File: config.mk
export PLATFORM = sky130hd
export DESIGN_NAME = ram_loader
export DESIGN_NICKNAME = d
export VERILOG_FILES = /design/src/hdl/ram_loader_pkg.sv /design/src/hdl/ioctl_word_packer.sv /design/src/hdl/credit_fifo.sv /design/src/hdl/sdram_write_port.sv /design/src/hdl/ram_loader.sv
export VERILOG_INCLUDE_DIRS = /design/src /design/src/include
export SDC_FILE = /design/constraint.sdc
export NUM_CORES = 1
export LEC_CHECK = 0
export BUFFER_PORTS_ARGS = -buffer_cell sky130_fd_sc_hd__buf_2
export CAP_MARGIN = 10
export CORE_ASPECT_RATIO = 1.2
export CORE_UTILIZATION = 45
export CTS_CLUSTER_DIAMETER = 100
export DETAILED_ROUTE_END_ITERATION = 12
export PLACE_DENSITY_LB_ADDON = 0.25
export RECOVER_POWER = 25
export SYNTH_ARGS = -nofsm -noshare
export SYNTH_HDL_FRONTEND = slang
export SYNTH_SLANG_ARGS = --single-unit
File: constraint.sdc
create_clock -name clk_1x -period 2.7 [get_ports clk_1x]
set_input_delay 0.405 -clock clk_1x [delete_from_list [all_inputs] [get_ports clk_1x]]
set_output_delay 0.405 -clock clk_1x [all_outputs]
set_load 0.05 [all_outputs]
File: src/include/ram_loader_params.svh
`ifndef RAM_LOADER_PARAMS_SVH
`define RAM_LOADER_PARAMS_SVH

// ======================================================================
// bus widths
// ======================================================================

// byte address into system ram
`define RL_ADDR_W 27
`define RL_DATA_W 32
// one host download word
`define RL_HALF_W 16
`define RL_BE_W 4

// ======================================================================
// download regions
// ======================================================================

`define RL_BIOS_START 2097152
`define RL_EXE_START 4194304
// cheat code download, never written to ram
`define RL_CODE_INDEX 255

// pending write slots, also the credit count
`define RL_FIFO_DEPTH 4

`endif

File: src/hdl/ram_loader_pkg.sv
`include "ram_loader_params.svh"

package ram_loader_pkg;

	// host download bus, 53 bits
	typedef struct packed {
		logic                  download;
		logic [7:0]            index;
		logic [`RL_ADDR_W-1:0] addr;
		logic [`RL_HALF_W-1:0] dout;
		logic                  wr;
	} ioctl_bus_t;

	// one ram write, 63 bits
	// shared by download queue and core path
	typedef struct packed {
		logic [`RL_ADDR_W-1:0] addr;
		logic [`RL_DATA_W-1:0] data;
		logic [`RL_BE_W-1:0]   be;
	} mem_wr_t;

	// which base the download lands on
	typedef enum logic {
		region_bios = 1'b0,
		region_exe  = 1'b1
	} dl_region_e;

endpackage

File: src/hdl/ioctl_word_packer.sv
`timescale 1ns/1ps
`include "ram_loader_params.svh"

module ioctl_word_packer #(
	parameter int DEPTH = `RL_FIFO_DEPTH
) (
	input  logic                       clk_1x,
	input  logic                       rst,
	input  ram_loader_pkg::ioctl_bus_t ioctl,
	output logic                       ioctl_wait,
	output logic                       push,
	output ram_loader_pkg::mem_wr_t    push_data,
	input  logic                       credit,
	output logic                       dl_busy,
	output ram_loader_pkg::dl_region_e dl_region
);
	import ram_loader_pkg::*;

	localparam int CNT_W = $clog2(DEPTH + 1);

	logic                  bios_sel;
	logic                  exe_sel;
	logic                  half_hi;
	logic [`RL_ADDR_W-1:0] region_base;
	logic [`RL_HALF_W-1:0] low_q;
	logic [`RL_ADDR_W-1:0] addr_q;
	logic [CNT_W-1:0]      credit_cnt;
	logic [CNT_W-1:0]      credit_nxt;

	// ======================================================================
	// index decode
	// ======================================================================

	// index 0 is bios, 1..254 executable, 255 dropped
	assign bios_sel = ioctl.download && (ioctl.index == 8'd0);
	assign exe_sel  = ioctl.download && (ioctl.index != 8'd0)
		&& (ioctl.index != 8'(`RL_CODE_INDEX));
	// address bit 1 marks the upper half of a pair
	assign half_hi = ioctl.addr[1];
	assign region_base = bios_sel ? `RL_ADDR_W'(`RL_BIOS_START) : `RL_ADDR_W'(`RL_EXE_START);

	always_ff @(posedge clk_1x) begin
		if (rst) begin
			dl_busy   <= 1'b0;
			dl_region <= region_bios;
			push      <= 1'b0;
		end else begin
			// push and dl_busy come from the same cycle, never apart
			dl_busy <= bios_sel | exe_sel;
			// region sticks after the download ends
			if (bios_sel)
				dl_region <= region_bios;
			else if (exe_sel)
				dl_region <= region_exe;
			push <= (bios_sel | exe_sel) & ioctl.wr & half_hi;
		end
	end

	// ======================================================================
	// word pairing
	// ======================================================================

	always_ff @(posedge clk_1x) begin
		if ((bios_sel | exe_sel) && ioctl.wr) begin
			if (!half_hi) begin
				// low half first, based address with it
				low_q  <= ioctl.dout;
				addr_q <= ioctl.addr + region_base;
			end else begin
				push_data.addr <= addr_q;
				push_data.data <= {ioctl.dout, low_q};
				push_data.be   <= '1;
			end
		end
	end

	// ======================================================================
	// credits
	// ======================================================================

	always_comb begin
		credit_nxt = credit_cnt;
		if (push)
			credit_nxt = credit_nxt - 1'b1;
		if (credit)
			credit_nxt = credit_nxt + 1'b1;
	end

	always_ff @(posedge clk_1x) begin
		if (rst) begin
			credit_cnt <= CNT_W'(DEPTH);
			ioctl_wait <= 1'b0;
		end else begin
			credit_cnt <= credit_nxt;
			// hold the host off once the last slot is spent
			ioctl_wait <= (credit_nxt == '0);
		end
	end

endmodule

File: src/hdl/credit_fifo.sv
`timescale 1ns/1ps
`include "ram_loader_params.svh"

module credit_fifo #(
	parameter int DEPTH = `RL_FIFO_DEPTH
) (
	input  logic                    clk_1x,
	input  logic                    rst,
	input  logic                    push,
	input  ram_loader_pkg::mem_wr_t push_data,
	output ram_loader_pkg::mem_wr_t head,
	output logic                    head_valid,
	input  logic                    pop,
	output logic                    credit
);
	import ram_loader_pkg::*;

	localparam int PTR_W = (DEPTH > 1) ? $clog2(DEPTH) : 1;
	localparam int CNT_W = $clog2(DEPTH + 1);

	mem_wr_t          slot_q [DEPTH];
	logic [PTR_W-1:0] wr_ptr;
	logic [PTR_W-1:0] rd_ptr;
	logic [CNT_W-1:0] count;
	logic             do_pop;

	// wrap at DEPTH, works for any depth
	function automatic logic [PTR_W-1:0] ptr_inc(input logic [PTR_W-1:0] p);
		if (p == PTR_W'(DEPTH - 1))
			return '0;
		return p + 1'b1;
	endfunction

	assign head_valid = (count != '0);
	assign head       = slot_q[rd_ptr];
	// pop on empty is ignored
	assign do_pop     = pop & head_valid;
	// one slot back to the producer per pop
	assign credit     = do_pop;

	// ======================================================================
	// storage
	// ======================================================================

	// producer holds credits, so push never lands on a full queue
	always_ff @(posedge clk_1x) begin
		if (push)
			slot_q[wr_ptr] <= push_data;
	end

	// ======================================================================
	// pointers and occupancy
	// ======================================================================

	always_ff @(posedge clk_1x) begin
		if (rst) begin
			wr_ptr <= '0;
			rd_ptr <= '0;
			count  <= '0;
		end else begin
			if (push)
				wr_ptr <= ptr_inc(wr_ptr);
			if (do_pop)
				rd_ptr <= ptr_inc(rd_ptr);
			case ({push, do_pop})
				2'b10:   count <= count + 1'b1;
				2'b01:   count <= count - 1'b1;
				default: count <= count;
			endcase
		end
	end

endmodule

File: src/hdl/sdram_write_port.sv
`timescale 1ns/1ps

module sdram_write_port (
	input  logic                       clk_1x,
	input  logic                       rst,
	input  ram_loader_pkg::mem_wr_t    head,
	input  logic                       head_valid,
	output logic                       pop,
	input  logic                       dl_busy,
	input  ram_loader_pkg::dl_region_e dl_region,
	input  ram_loader_pkg::mem_wr_t    core_wr,
	input  logic                       core_req,
	output logic                       core_ack,
	output ram_loader_pkg::mem_wr_t    mem_wr,
	output logic                       mem_req,
	input  logic                       mem_ack,
	output logic                       load_exe
);
	import ram_loader_pkg::*;

	typedef enum logic [1:0] {
		st_idle,
		st_dl_write,
		st_core_write
	} port_state_e;

	port_state_e state;
	logic        dl_owned;
	logic        dl_owned_q;

	// ======================================================================
	// ack routing
	// ======================================================================

	// pop and credit land in the ack cycle
	assign pop      = (state == st_dl_write) & mem_ack;
	assign core_ack = (state == st_core_write) & mem_ack;

	// ======================================================================
	// channel owner
	// ======================================================================

	always_ff @(posedge clk_1x) begin
		if (rst) begin
			state   <= st_idle;
			mem_req <= 1'b0;
		end else begin
			case (state)
				st_idle: begin
					// queued download writes first
					if (head_valid) begin
						state   <= st_dl_write;
						mem_req <= 1'b1;
					end else if (core_req && !dl_busy) begin
						state   <= st_core_write;
						mem_req <= 1'b1;
					end
				end
				st_dl_write, st_core_write: begin
					// request held until the ram answers
					if (mem_ack) begin
						state   <= st_idle;
						mem_req <= 1'b0;
					end
				end
				default: state <= st_idle;
			endcase
		end
	end

	// sampled only while idle, stays put for the whole request
	always_ff @(posedge clk_1x) begin
		if (state == st_idle)
			mem_wr <= head_valid ? head : core_wr;
	end

	// ======================================================================
	// exe start
	// ======================================================================

	// download owns the channel until busy, queue and last write are all gone
	assign dl_owned = dl_busy | head_valid | (state == st_dl_write);

	always_ff @(posedge clk_1x) begin
		if (rst) begin
			dl_owned_q <= 1'b0;
			load_exe   <= 1'b0;
		end else begin
			dl_owned_q <= dl_owned;
			// falling edge of ownership, exe region only
			load_exe   <= dl_owned_q & ~dl_owned & (dl_region == region_exe);
		end
	end

endmodule

File: src/hdl/ram_loader.sv
`timescale 1ns/1ps
`include "ram_loader_params.svh"

module ram_loader (
	input  logic                       clk_1x,
	input  logic                       rst,
	input  ram_loader_pkg::ioctl_bus_t ioctl,
	output logic                       ioctl_wait,
	input  ram_loader_pkg::mem_wr_t    core_wr,
	input  logic                       core_req,
	output logic                       core_ack,
	output ram_loader_pkg::mem_wr_t    mem_wr,
	output logic                       mem_req,
	input  logic                       mem_ack,
	output logic                       load_exe
);
	import ram_loader_pkg::*;

	// packer to queue
	logic       push;
	mem_wr_t    push_data;
	logic       credit;
	// queue to port
	mem_wr_t    head;
	logic       head_valid;
	logic       pop;
	// packer to port
	logic       dl_busy;
	dl_region_e dl_region;

	ioctl_word_packer #(.DEPTH(`RL_FIFO_DEPTH)) packer_i (
		.clk_1x(clk_1x), .rst(rst), .ioctl(ioctl), .ioctl_wait(ioctl_wait),
		.push(push), .push_data(push_data), .credit(credit),
		.dl_busy(dl_busy), .dl_region(dl_region)
	);

	credit_fifo #(.DEPTH(`RL_FIFO_DEPTH)) fifo_i (
		.clk_1x(clk_1x), .rst(rst), .push(push), .push_data(push_data),
		.head(head), .head_valid(head_valid), .pop(pop), .credit(credit)
	);

	sdram_write_port port_i (
		.clk_1x(clk_1x), .rst(rst), .head(head), .head_valid(head_valid), .pop(pop),
		.dl_busy(dl_busy), .dl_region(dl_region),
		.core_wr(core_wr), .core_req(core_req), .core_ack(core_ack),
		.mem_wr(mem_wr), .mem_req(mem_req), .mem_ack(mem_ack), .load_exe(load_exe)
	);

endmodule

==> results.yml, run 1 <==
cts:
  clockRootBuffer: "sky130_fd_sc_hd__clkbuf_16"
  clk_transition_reported_paths_ns: 0.06
  post_cts.resized_instances: 0
  clk-insertion-delay-late_ns: 0.54
  cts_setup_buffers: 0
  cts.hold.buffers_added: 0
  cts_sinks: 422
  cts_made_buffers: 42
  cts_max_level: 2
  cts-root-to-sink-buffers: 3
  cts_tree: "built"
drt:
  num_vias: 7416
  wl_per_cell_um: 18.2
  dr.pass1.iters: 5
  drt_iter0_markers: 409
  drc: 0
  drt.antenna.violating_nets: 0
  vias_per_cell: 4.88
  routed_wirelength_mm: 27.7
min_path:
  hold_class: "input port to register"
grt:
  global_route.usage.total: 0.163
  grt_max_degree: 61
  first_global_vias: 7659
  grt_overflow: 0
  grt_first_pass_wirelength_mm: 42.4
  grt_antenna_before_repair: 1
sta:
  final.setup.worst_slack_ns: 0.339
  report.final.setup_viol: 0
  max_freq_mhz: 424
  rsz0062_at_grt: "false"
  worstMarginPinSlew_ns: 0.648
  slew_headroom: 0.568
  final.period_utilization: 0.874
  tns_ns: 0
  finClkSkew_ns: 0.00719
  period_minus_slack_ns: 2.36
  report.final.hold_viol_count: 0
  timing.final.max_slew_violations: 0
floorplan:
  io_pins: 187
  die_area_um2: 35100
  row_count: 74
  die_w_um: 171
  die_y_um: 205
  start_util: 0.455
  placeableCoreArea_um2: 34000
setup_path:
  critical_path.max_fanout: 7
  worst_path_largest_cell_delay_ns: 0.42
  timing.critical_path.cells: "inv_1, ha_1, o311ai_4, inv_1, ha_1, inv_1, fa_1, xor2_1, or3_1, a21oi_1"
  path_buf_inv: 3
  critPathSlowestCell: "sky130_fd_sc_hd__fa_1"
  critical-path-top-delay-family: "adder cells"
  crit_path_capture_type: "register"
  crit_path_start_kind: "register"
  critical-path-top-cell-by-count: "sky130_fd_sc_hd__inv_1"
  crit_arrival_ns: 2.83
  crit_required_ns: 3.17
  crit_type: "register to register"
yosys:
  share_of_the_yosys_chip_area_belonging_to_registers: 0.805
  share_of_yosys_cell_area_claimed_by_the_top_area_cell_type: 0.778
  number_of_enable_type_register_cells_in_the_synthesized_netlist: 401
  synth.area.mux_share: 0.0872
  synth_compound_gate_area_share: 0.00792
  synth_simple_gate_area_frac: 0.0629
  synthXorXnorAreaFrac: 0.00566
  asyncSetResetFlopFracSynth: 0
  synthTopCellsByArea: "sky130_fd_sc_hd__edfxtp_1, sky130_fd_sc_hd__mux4_2, sky130_fd_sc_hd__nand2_1, sky130_fd_sc_hd__dfxtp_1, sky130_fd_sc_hd__ha_1"
  mappedNetlistNets: 945
  synth_area_per_cell_um2: 19.1
  synth-warning-count: 0
  yosysUniqueCellTypes: 36
  post-synth-top-area-cell: "sky130_fd_sc_hd__edfxtp_1"
  synth_top_flop_cell: "sky130_fd_sc_hd__edfxtp_1"
  synth_top_family_by_area: "multiplexers"
  postSynthRegisterBits: 422
  adder_cell_share_of_the_synthesized_area: 0.0139
  post_synth_inst_count: 809
  synth.cell_area_um2: 15500
power:
  power.static_leakage_nw: 6.55
  p_per_area_nw_per_um2: 769
  vdd.ir_drop.worst_mv: 0.480
  report.power.total_mw: 14.2
cells_and_area:
  nets: 1165
  utilization: 0.542
  area_growth_syn_to_layout_pct: 19.0
  antenna-diode-count: 0
  final_cell_area_um2: 18400
  share_of_cells_above_drive_strength_1: 0.306
place:
  place_congestion: 0.694
  io_buffer_count: 186
  dpl_cell_area_um2: 17100
  dpl_worst_slack_ns: 0.334
  dpl.hpwl_mm: 16.2
run_status:
  status: "finished, final reports clean"
job:
  cap_viol_max_count: 0
[cells in the mapped netlist, types with 4 or more instances]
cell	number
sky130_fd_sc_hd__nor2_1	14
sky130_fd_sc_hd__dfxtp_1	21
sky130_fd_sc_hd__buf_4	4
sky130_fd_sc_hd__buf_2	10
sky130_fd_sc_hd__nor2b_1	4
sky130_fd_sc_hd__nor3_1	5
sky130_fd_sc_hd__nand2b_1	7
sky130_fd_sc_hd__edfxtp_1	401
sky130_fd_sc_hd__clkbuf_1	12
sky130_fd_sc_hd__or3_1	4
sky130_fd_sc_hd__mux4_2	59
sky130_fd_sc_hd__xor2_1	6
sky130_fd_sc_hd__inv_1	17
sky130_fd_sc_hd__xnor2_1	4
sky130_fd_sc_hd__a21oi_1	10
sky130_fd_sc_hd__ha_1	14
sky130_fd_sc_hd__and2_1	5
sky130_fd_sc_hd__nand2_1	185
[path summary, 6_finish.rpt]
check / startpoint / endpoint / slack, ns / cells after the start
max: port_i.state[1] / fifo_i.count[2] / 0.34 / 10
min: ioctl[34] / packer_i.addr_q[17] / 0.04 / 1
max reg2reg: port_i.state[1] / fifo_i.count[2] / 0.34 / 10
min reg2reg: packer_i.addr_q[20] / packer_i.push_data[56] / 0.42 / 0
[flip-flops by register name, indices dropped and copies added, names as in the netlist, 2 cells and up, named ones only]
name	flops
packer_i.push_data	59
port_i.state	2
fifo_i.wr_ptr	2
packer_i.addr_q	27
fifo_i.rd_ptr	2
port_i.mem_wr	63
fifo_i.count	3
packer_i.low_q	16
packer_i.credit_cnt	3
fifo_i.slot_q	236
[cell families after synthesis]
kind of cell / count (synthesis)
xor gates and xnor gates: 10
AOI/OAI and AO/OA: 18
adders and majority gates: 16
buffers and inverters: 48
DFF: 422
muxes: 61
and+or+nand+nor: 234
[power breakdown]
part	internal (mW)	leakage (nW)	switching (mW)
Clock	3.32	0.655	2.33
Sequential	7.40	3.88	0.0645
Combinational	0.247	2.01	0.807
[area by class of cell]
type / instances / area [um2]
Timing Repair Buffer: 207 / 1170
Clock buffer: 61 / 1220
Inverter: 17 / 63.8
Sequential cell: 422 / 12500
Fill cell: 2770 / 15600
Tap cell: 456 / 571
Clock inverter: 17 / 136
Multi-Input combinational cell: 339 / 2790
[layout by cell type (no fill, tap or decap), drive strengths merged, types with 5 or more instances in the layout]
cell type,instances
nand2,185
nor3,6
clkbuf,76
clkinv,12
buf,192
dfxtp,21
inv,17
a21oi,10
ha,14
nand2b,7
xor2,6
edfxtp,401
nor2,14
mux4,59
and2,5
[through the flow]
step,std cells,hold slack (ns)
4_1_cts,1519,0.0110
2_1_floorplan,809,0.400
6_report,1519,0.0414
3_5_place_dp,1441,0.405
5_1_grt,1519,0.00844
3_3_place_gp,1441,0.401
[metal layers]
| metal | vias up | track usage | share of wire |
|---|---|---|---|
| met2 | 172 | 0.273 | 0.50 |
| li1 | 3516 | - | - |
| met3 | 34 | 0.0319 | 0.048 |
| met4 | 2 | 0.0494 | 0.018 |
| met1 | 3692 | 0.215 | 0.43 |
| met5 | - | 0 | 0.00051 |
No activity file was read; power rests on OpenSTA's default activity.
==> run 2, diff against run 1 <==
Settings changed: ABC_AREA set to 1, PLACE_DENSITY_LB_ADDON 0.25 to 0.05.
==> run 2 against run 1 <==
Against the previous run:
- critical endpoint unchanged
- sequential cell count unchanged
- critical path type unchanged
- register-to-register slack improved by 0.15 ns
- global-route usage is 2.4 points higher
- count of clock-buffer cells in the layout decreased by 11
- largest power group unchanged
- clock power decreased by 4.4%
- power rose by 3.6%
- worst setup slack improved by 0.15 ns
- combinational power rose by 55%
- synthesized area grew 1.3%
- first-iteration DRC count rose by 18%
==> results.yml, run 2 <==
yosys:
  mappedNetlistNets: 1238
  synthXorXnorAreaFrac: 0.00391
  postSynthRegisterBits: 422
  synthTopCellsByArea: "sky130_fd_sc_hd__edfxtp_1, sky130_fd_sc_hd__nor2_1, sky130_fd_sc_hd__o21ai_0, sky130_fd_sc_hd__dfxtp_1, sky130_fd_sc_hd__a31oi_1"
  synth-warning-count: 0
  number_of_enable_type_register_cells_in_the_synthesized_netlist: 401
  synth_top_flop_cell: "sky130_fd_sc_hd__edfxtp_1"
  synth.area.mux_share: 0
  synth.cell_area_um2: 15700
  synth_area_per_cell_um2: 14.2
  post-synth-top-area-cell: "sky130_fd_sc_hd__edfxtp_1"
  adder_cell_share_of_the_synthesized_area: 0.0137
  ys_top_cells_by_count: "sky130_fd_sc_hd__edfxtp_1, sky130_fd_sc_hd__nor2_1, sky130_fd_sc_hd__o21ai_0"
  synth.most_common_cell: "sky130_fd_sc_hd__edfxtp_1"
  synth_compound_gate_area_share: 0.0682
  yosysUniqueCellTypes: 29
  share_of_yosys_cell_area_claimed_by_the_top_area_cell_type: 0.768
  asyncSetResetFlopFracSynth: 0
  synth_simple_gate_area_frac: 0.0899
  synth_top_family_by_area: "simple AND/OR/NAND/NOR gates"
  post_synth_inst_count: 1102
  share_of_the_yosys_chip_area_belonging_to_registers: 0.795
setup_path:
  rr_worst_depth: 13
  crit_type: "register to register"
  worst_path_largest_cell_delay_ns: 0.44
  crit_arrival_ns: 2.62
  timing.rr.start: "port_i.state[1]"
  crit_path_capture_type: "register"
  path_buf_inv: 4
  critical-path-top-delay-family: "adder cells"
  critical_path.max_fanout: 7
  critPathSlowestCell: "sky130_fd_sc_hd__fa_1"
  crit_path_start_kind: "register"
  critical-path-top-cell-by-count: "sky130_fd_sc_hd__inv_1"
  crit_required_ns: 3.11
  worstReg2RegEnd: "fifo_i.count[2]"
  timing.critical_path.cells: "inv_1, ha_1, nand2_1, inv_1, nand2_2, inv_1, ha_1, inv_1, fa_1, a21oi_1, o21ai_0, o21ai_0, a21oi_1"
  regToRegSetupSlack_ns: 0.49
cells_and_area:
  area_growth_syn_to_layout_pct: 17.7
  nets: 1434
  largest_register_ffs: 236
  final_cell_area_um2: 18400
  reg_top3: "fifo_i.slot_q (236), port_i.mem_wr (63), packer_i.push_data (59)"
  top_register: "fifo_i.slot_q"
  leading_cell_type_in_the_layout_fill_and_taps_excluded: "sky130_fd_sc_hd__edfxtp_1"
  final_cell_mix: "sky130_fd_sc_hd__edfxtp_1, sky130_fd_sc_hd__nor2_1, sky130_fd_sc_hd__buf_2"
  layoutNonFillerInstCount: 1786
  share_of_cells_above_drive_strength_1: 0.201
drt:
  vias_per_cell: 5.02
  wl_per_cell_um: 18.1
  num_vias: 8971
  routed_wirelength_mm: 32.3
  dr.pass1.iters: 5
  drt_iter0_markers: 481
  drc: 0
  drt.antenna.violating_nets: 0
job:
  cap_viol_max_count: 0
sta:
  max_freq_mhz: 452
  period_minus_slack_ns: 2.21
  rsz0062_at_grt: "false"
  report.final.hold_viol_count: 0
  finClkSkew_ns: 0.0175
  report.final.setup_viol: 0
  tns_ns: 0
  final.period_utilization: 0.820
  final.setup.worst_slack_ns: 0.487
  worst_hold_slack_ns: 0.0432
  timing.final.max_slew_violations: 0
  slew_headroom: 0.546
  worstMarginPinSlew_ns: 0.681
min_path:
  timing.hold.worst_path_depth: 1
  hold_start: "ioctl[29]"
  hold_class: "input port to register"
  min_delay_worst_endpoint: "packer_i.addr_q[12]"
cts:
  cts_sinks: 422
  cts.hold.buffers_added: 0
  cts_made_buffers: 41
  cts_setup_buffers: 0
  cts_max_level: 2
  cts-root-to-sink-buffers: 3
  clk_transition_reported_paths_ns: 0.06
  clk-insertion-delay-late_ns: 0.54
  post_cts.resized_instances: 0
  cts_tree: "built"
  clockRootBuffer: "sky130_fd_sc_hd__clkbuf_16"
grt:
  grt_first_pass_wirelength_mm: 49.3
  first_global_vias: 8947
  global_route.usage.total: 0.187
  grt_antenna_before_repair: 2
  grt_max_degree: 124
  grt_overflow: 0
power:
  share_comb_of_total_power: 0.111
  p_per_area_nw_per_um2: 796
  internal-power_mw: 11.0
  p_switching_mw: 3.70
  power_frac_seq: 0.520
  clockPowerShare: 0.369
  power.static_leakage_nw: 6.63
  vdd.ir_drop.worst_mv: 0.424
  sw_frac_of_total: 0.252
floorplan:
  die_y_um: 206
  die_area_um2: 35600
  placeableCoreArea_um2: 34200
  io_pins: 187
  start_util: 0.459
  row_count: 74
  die_w_um: 172
place:
  dpl_worst_slack_ns: 0.486
  placed_cells_incl_taps: 1711
  dpl.hpwl_mm: 18.6
  dpl_cell_area_um2: 17200
  io_buffer_count: 186
  place_congestion: 0.730
run_status:
  status: "finished, final reports clean"
-- run 2: cell types whose count changed in the layout (fill, tap and decap cells not counted), moves of 7 or more --
cell,before,now
sky130_fd_sc_hd__a31oi_1,0,58
sky130_fd_sc_hd__o21ai_0,2,117
sky130_fd_sc_hd__nand3_1,0,7
sky130_fd_sc_hd__nand2b_1,7,0
sky130_fd_sc_hd__o21ai_1,1,12
sky130_fd_sc_hd__mux4_2,59,0
sky130_fd_sc_hd__clkinv_2,7,16
sky130_fd_sc_hd__nand2_1,185,32
sky130_fd_sc_hd__nor2_1,13,311
sky130_fd_sc_hd__inv_1,17,34
-- run 2: area by class of cell --
class	instances	area [um2]
clock inverters	24	168
inverters	41	161
well taps	456	571
clock buffers	50	1100
repair buffers	206	1180
flip-flops and latches	422	12500
multi-input cells	586	2790
fillers	2935	15700
diodes	1	2.50
-- run 2: layer usage --
metal	routed length, um	global-route usage
met1	13900	0.239
met2	16100	0.321
met3	1740	0.0383
met4	623	0.0534
met5	11	0
-- run 2: cell families after synthesis --
| logic type | count (synthesis) |
|---|---|
| fa+ha+maj | 16 |
| simple gates | 365 |
| flops | 422 |
| buf+inv | 94 |
| compound gates | 198 |
| xor+xnor | 7 |
-- run 2: how the worst max path moves through the flow --
stage	slack [ns]	to	cells past startpoint	startpoint
floorplan	-0.003	packer_i.push_data[10]	5	ioctl[50]
global placement	0.52	packer_i.addr_q[25]	9	ioctl[49]
detailed placement	0.49	fifo_i.count[2]	13	port_i.state[1]
CTS	0.48	fifo_i.count[2]	13	port_i.state[1]
global route	0.29	fifo_i.count[2]	13	port_i.state[1]
finish	0.49	fifo_i.count[2]	13	port_i.state[1]
-- run 2: power by group through the flow --
stage | sequential, mW | combinational, mW | clock [mW]
2_1_floorplan | 8.57 | 0.354 | 0
3_3_place_gp | 7.77 | 1.66 | 0
3_5_place_dp | 7.78 | 1.66 | 0
4_1_cts | 7.64 | 1.67 | 5.57
5_1_grt | 7.67 | 1.75 | 5.80
6_report | 7.63 | 1.63 | 5.41
-- run 2: worst register-to-register path: stages (launching register included) --
cell and delay, ns:
sky130_fd_sc_hd__dfxtp_1 0.33, sky130_fd_sc_hd__inv_1 0.13, sky130_fd_sc_hd__ha_1 0.18, sky130_fd_sc_hd__nand2_1 0.05, sky130_fd_sc_hd__inv_1 0.06, sky130_fd_sc_hd__nand2_2 0.10
sky130_fd_sc_hd__inv_1 0.13, sky130_fd_sc_hd__ha_1 0.15, sky130_fd_sc_hd__inv_1 0.07, sky130_fd_sc_hd__fa_1 0.44, sky130_fd_sc_hd__a21oi_1 0.14, sky130_fd_sc_hd__o21ai_0 0.11
sky130_fd_sc_hd__o21ai_0 0.16, sky130_fd_sc_hd__a21oi_1 0.06
-- run 2: per-stage QoR --
stage,utilization,power [mW]
detailed placement,0.503,9.44
floorplan,-,8.92
finish,0.540,14.7
global placement,0.503,9.43
global route,0.540,15.2
CTS,0.540,14.9
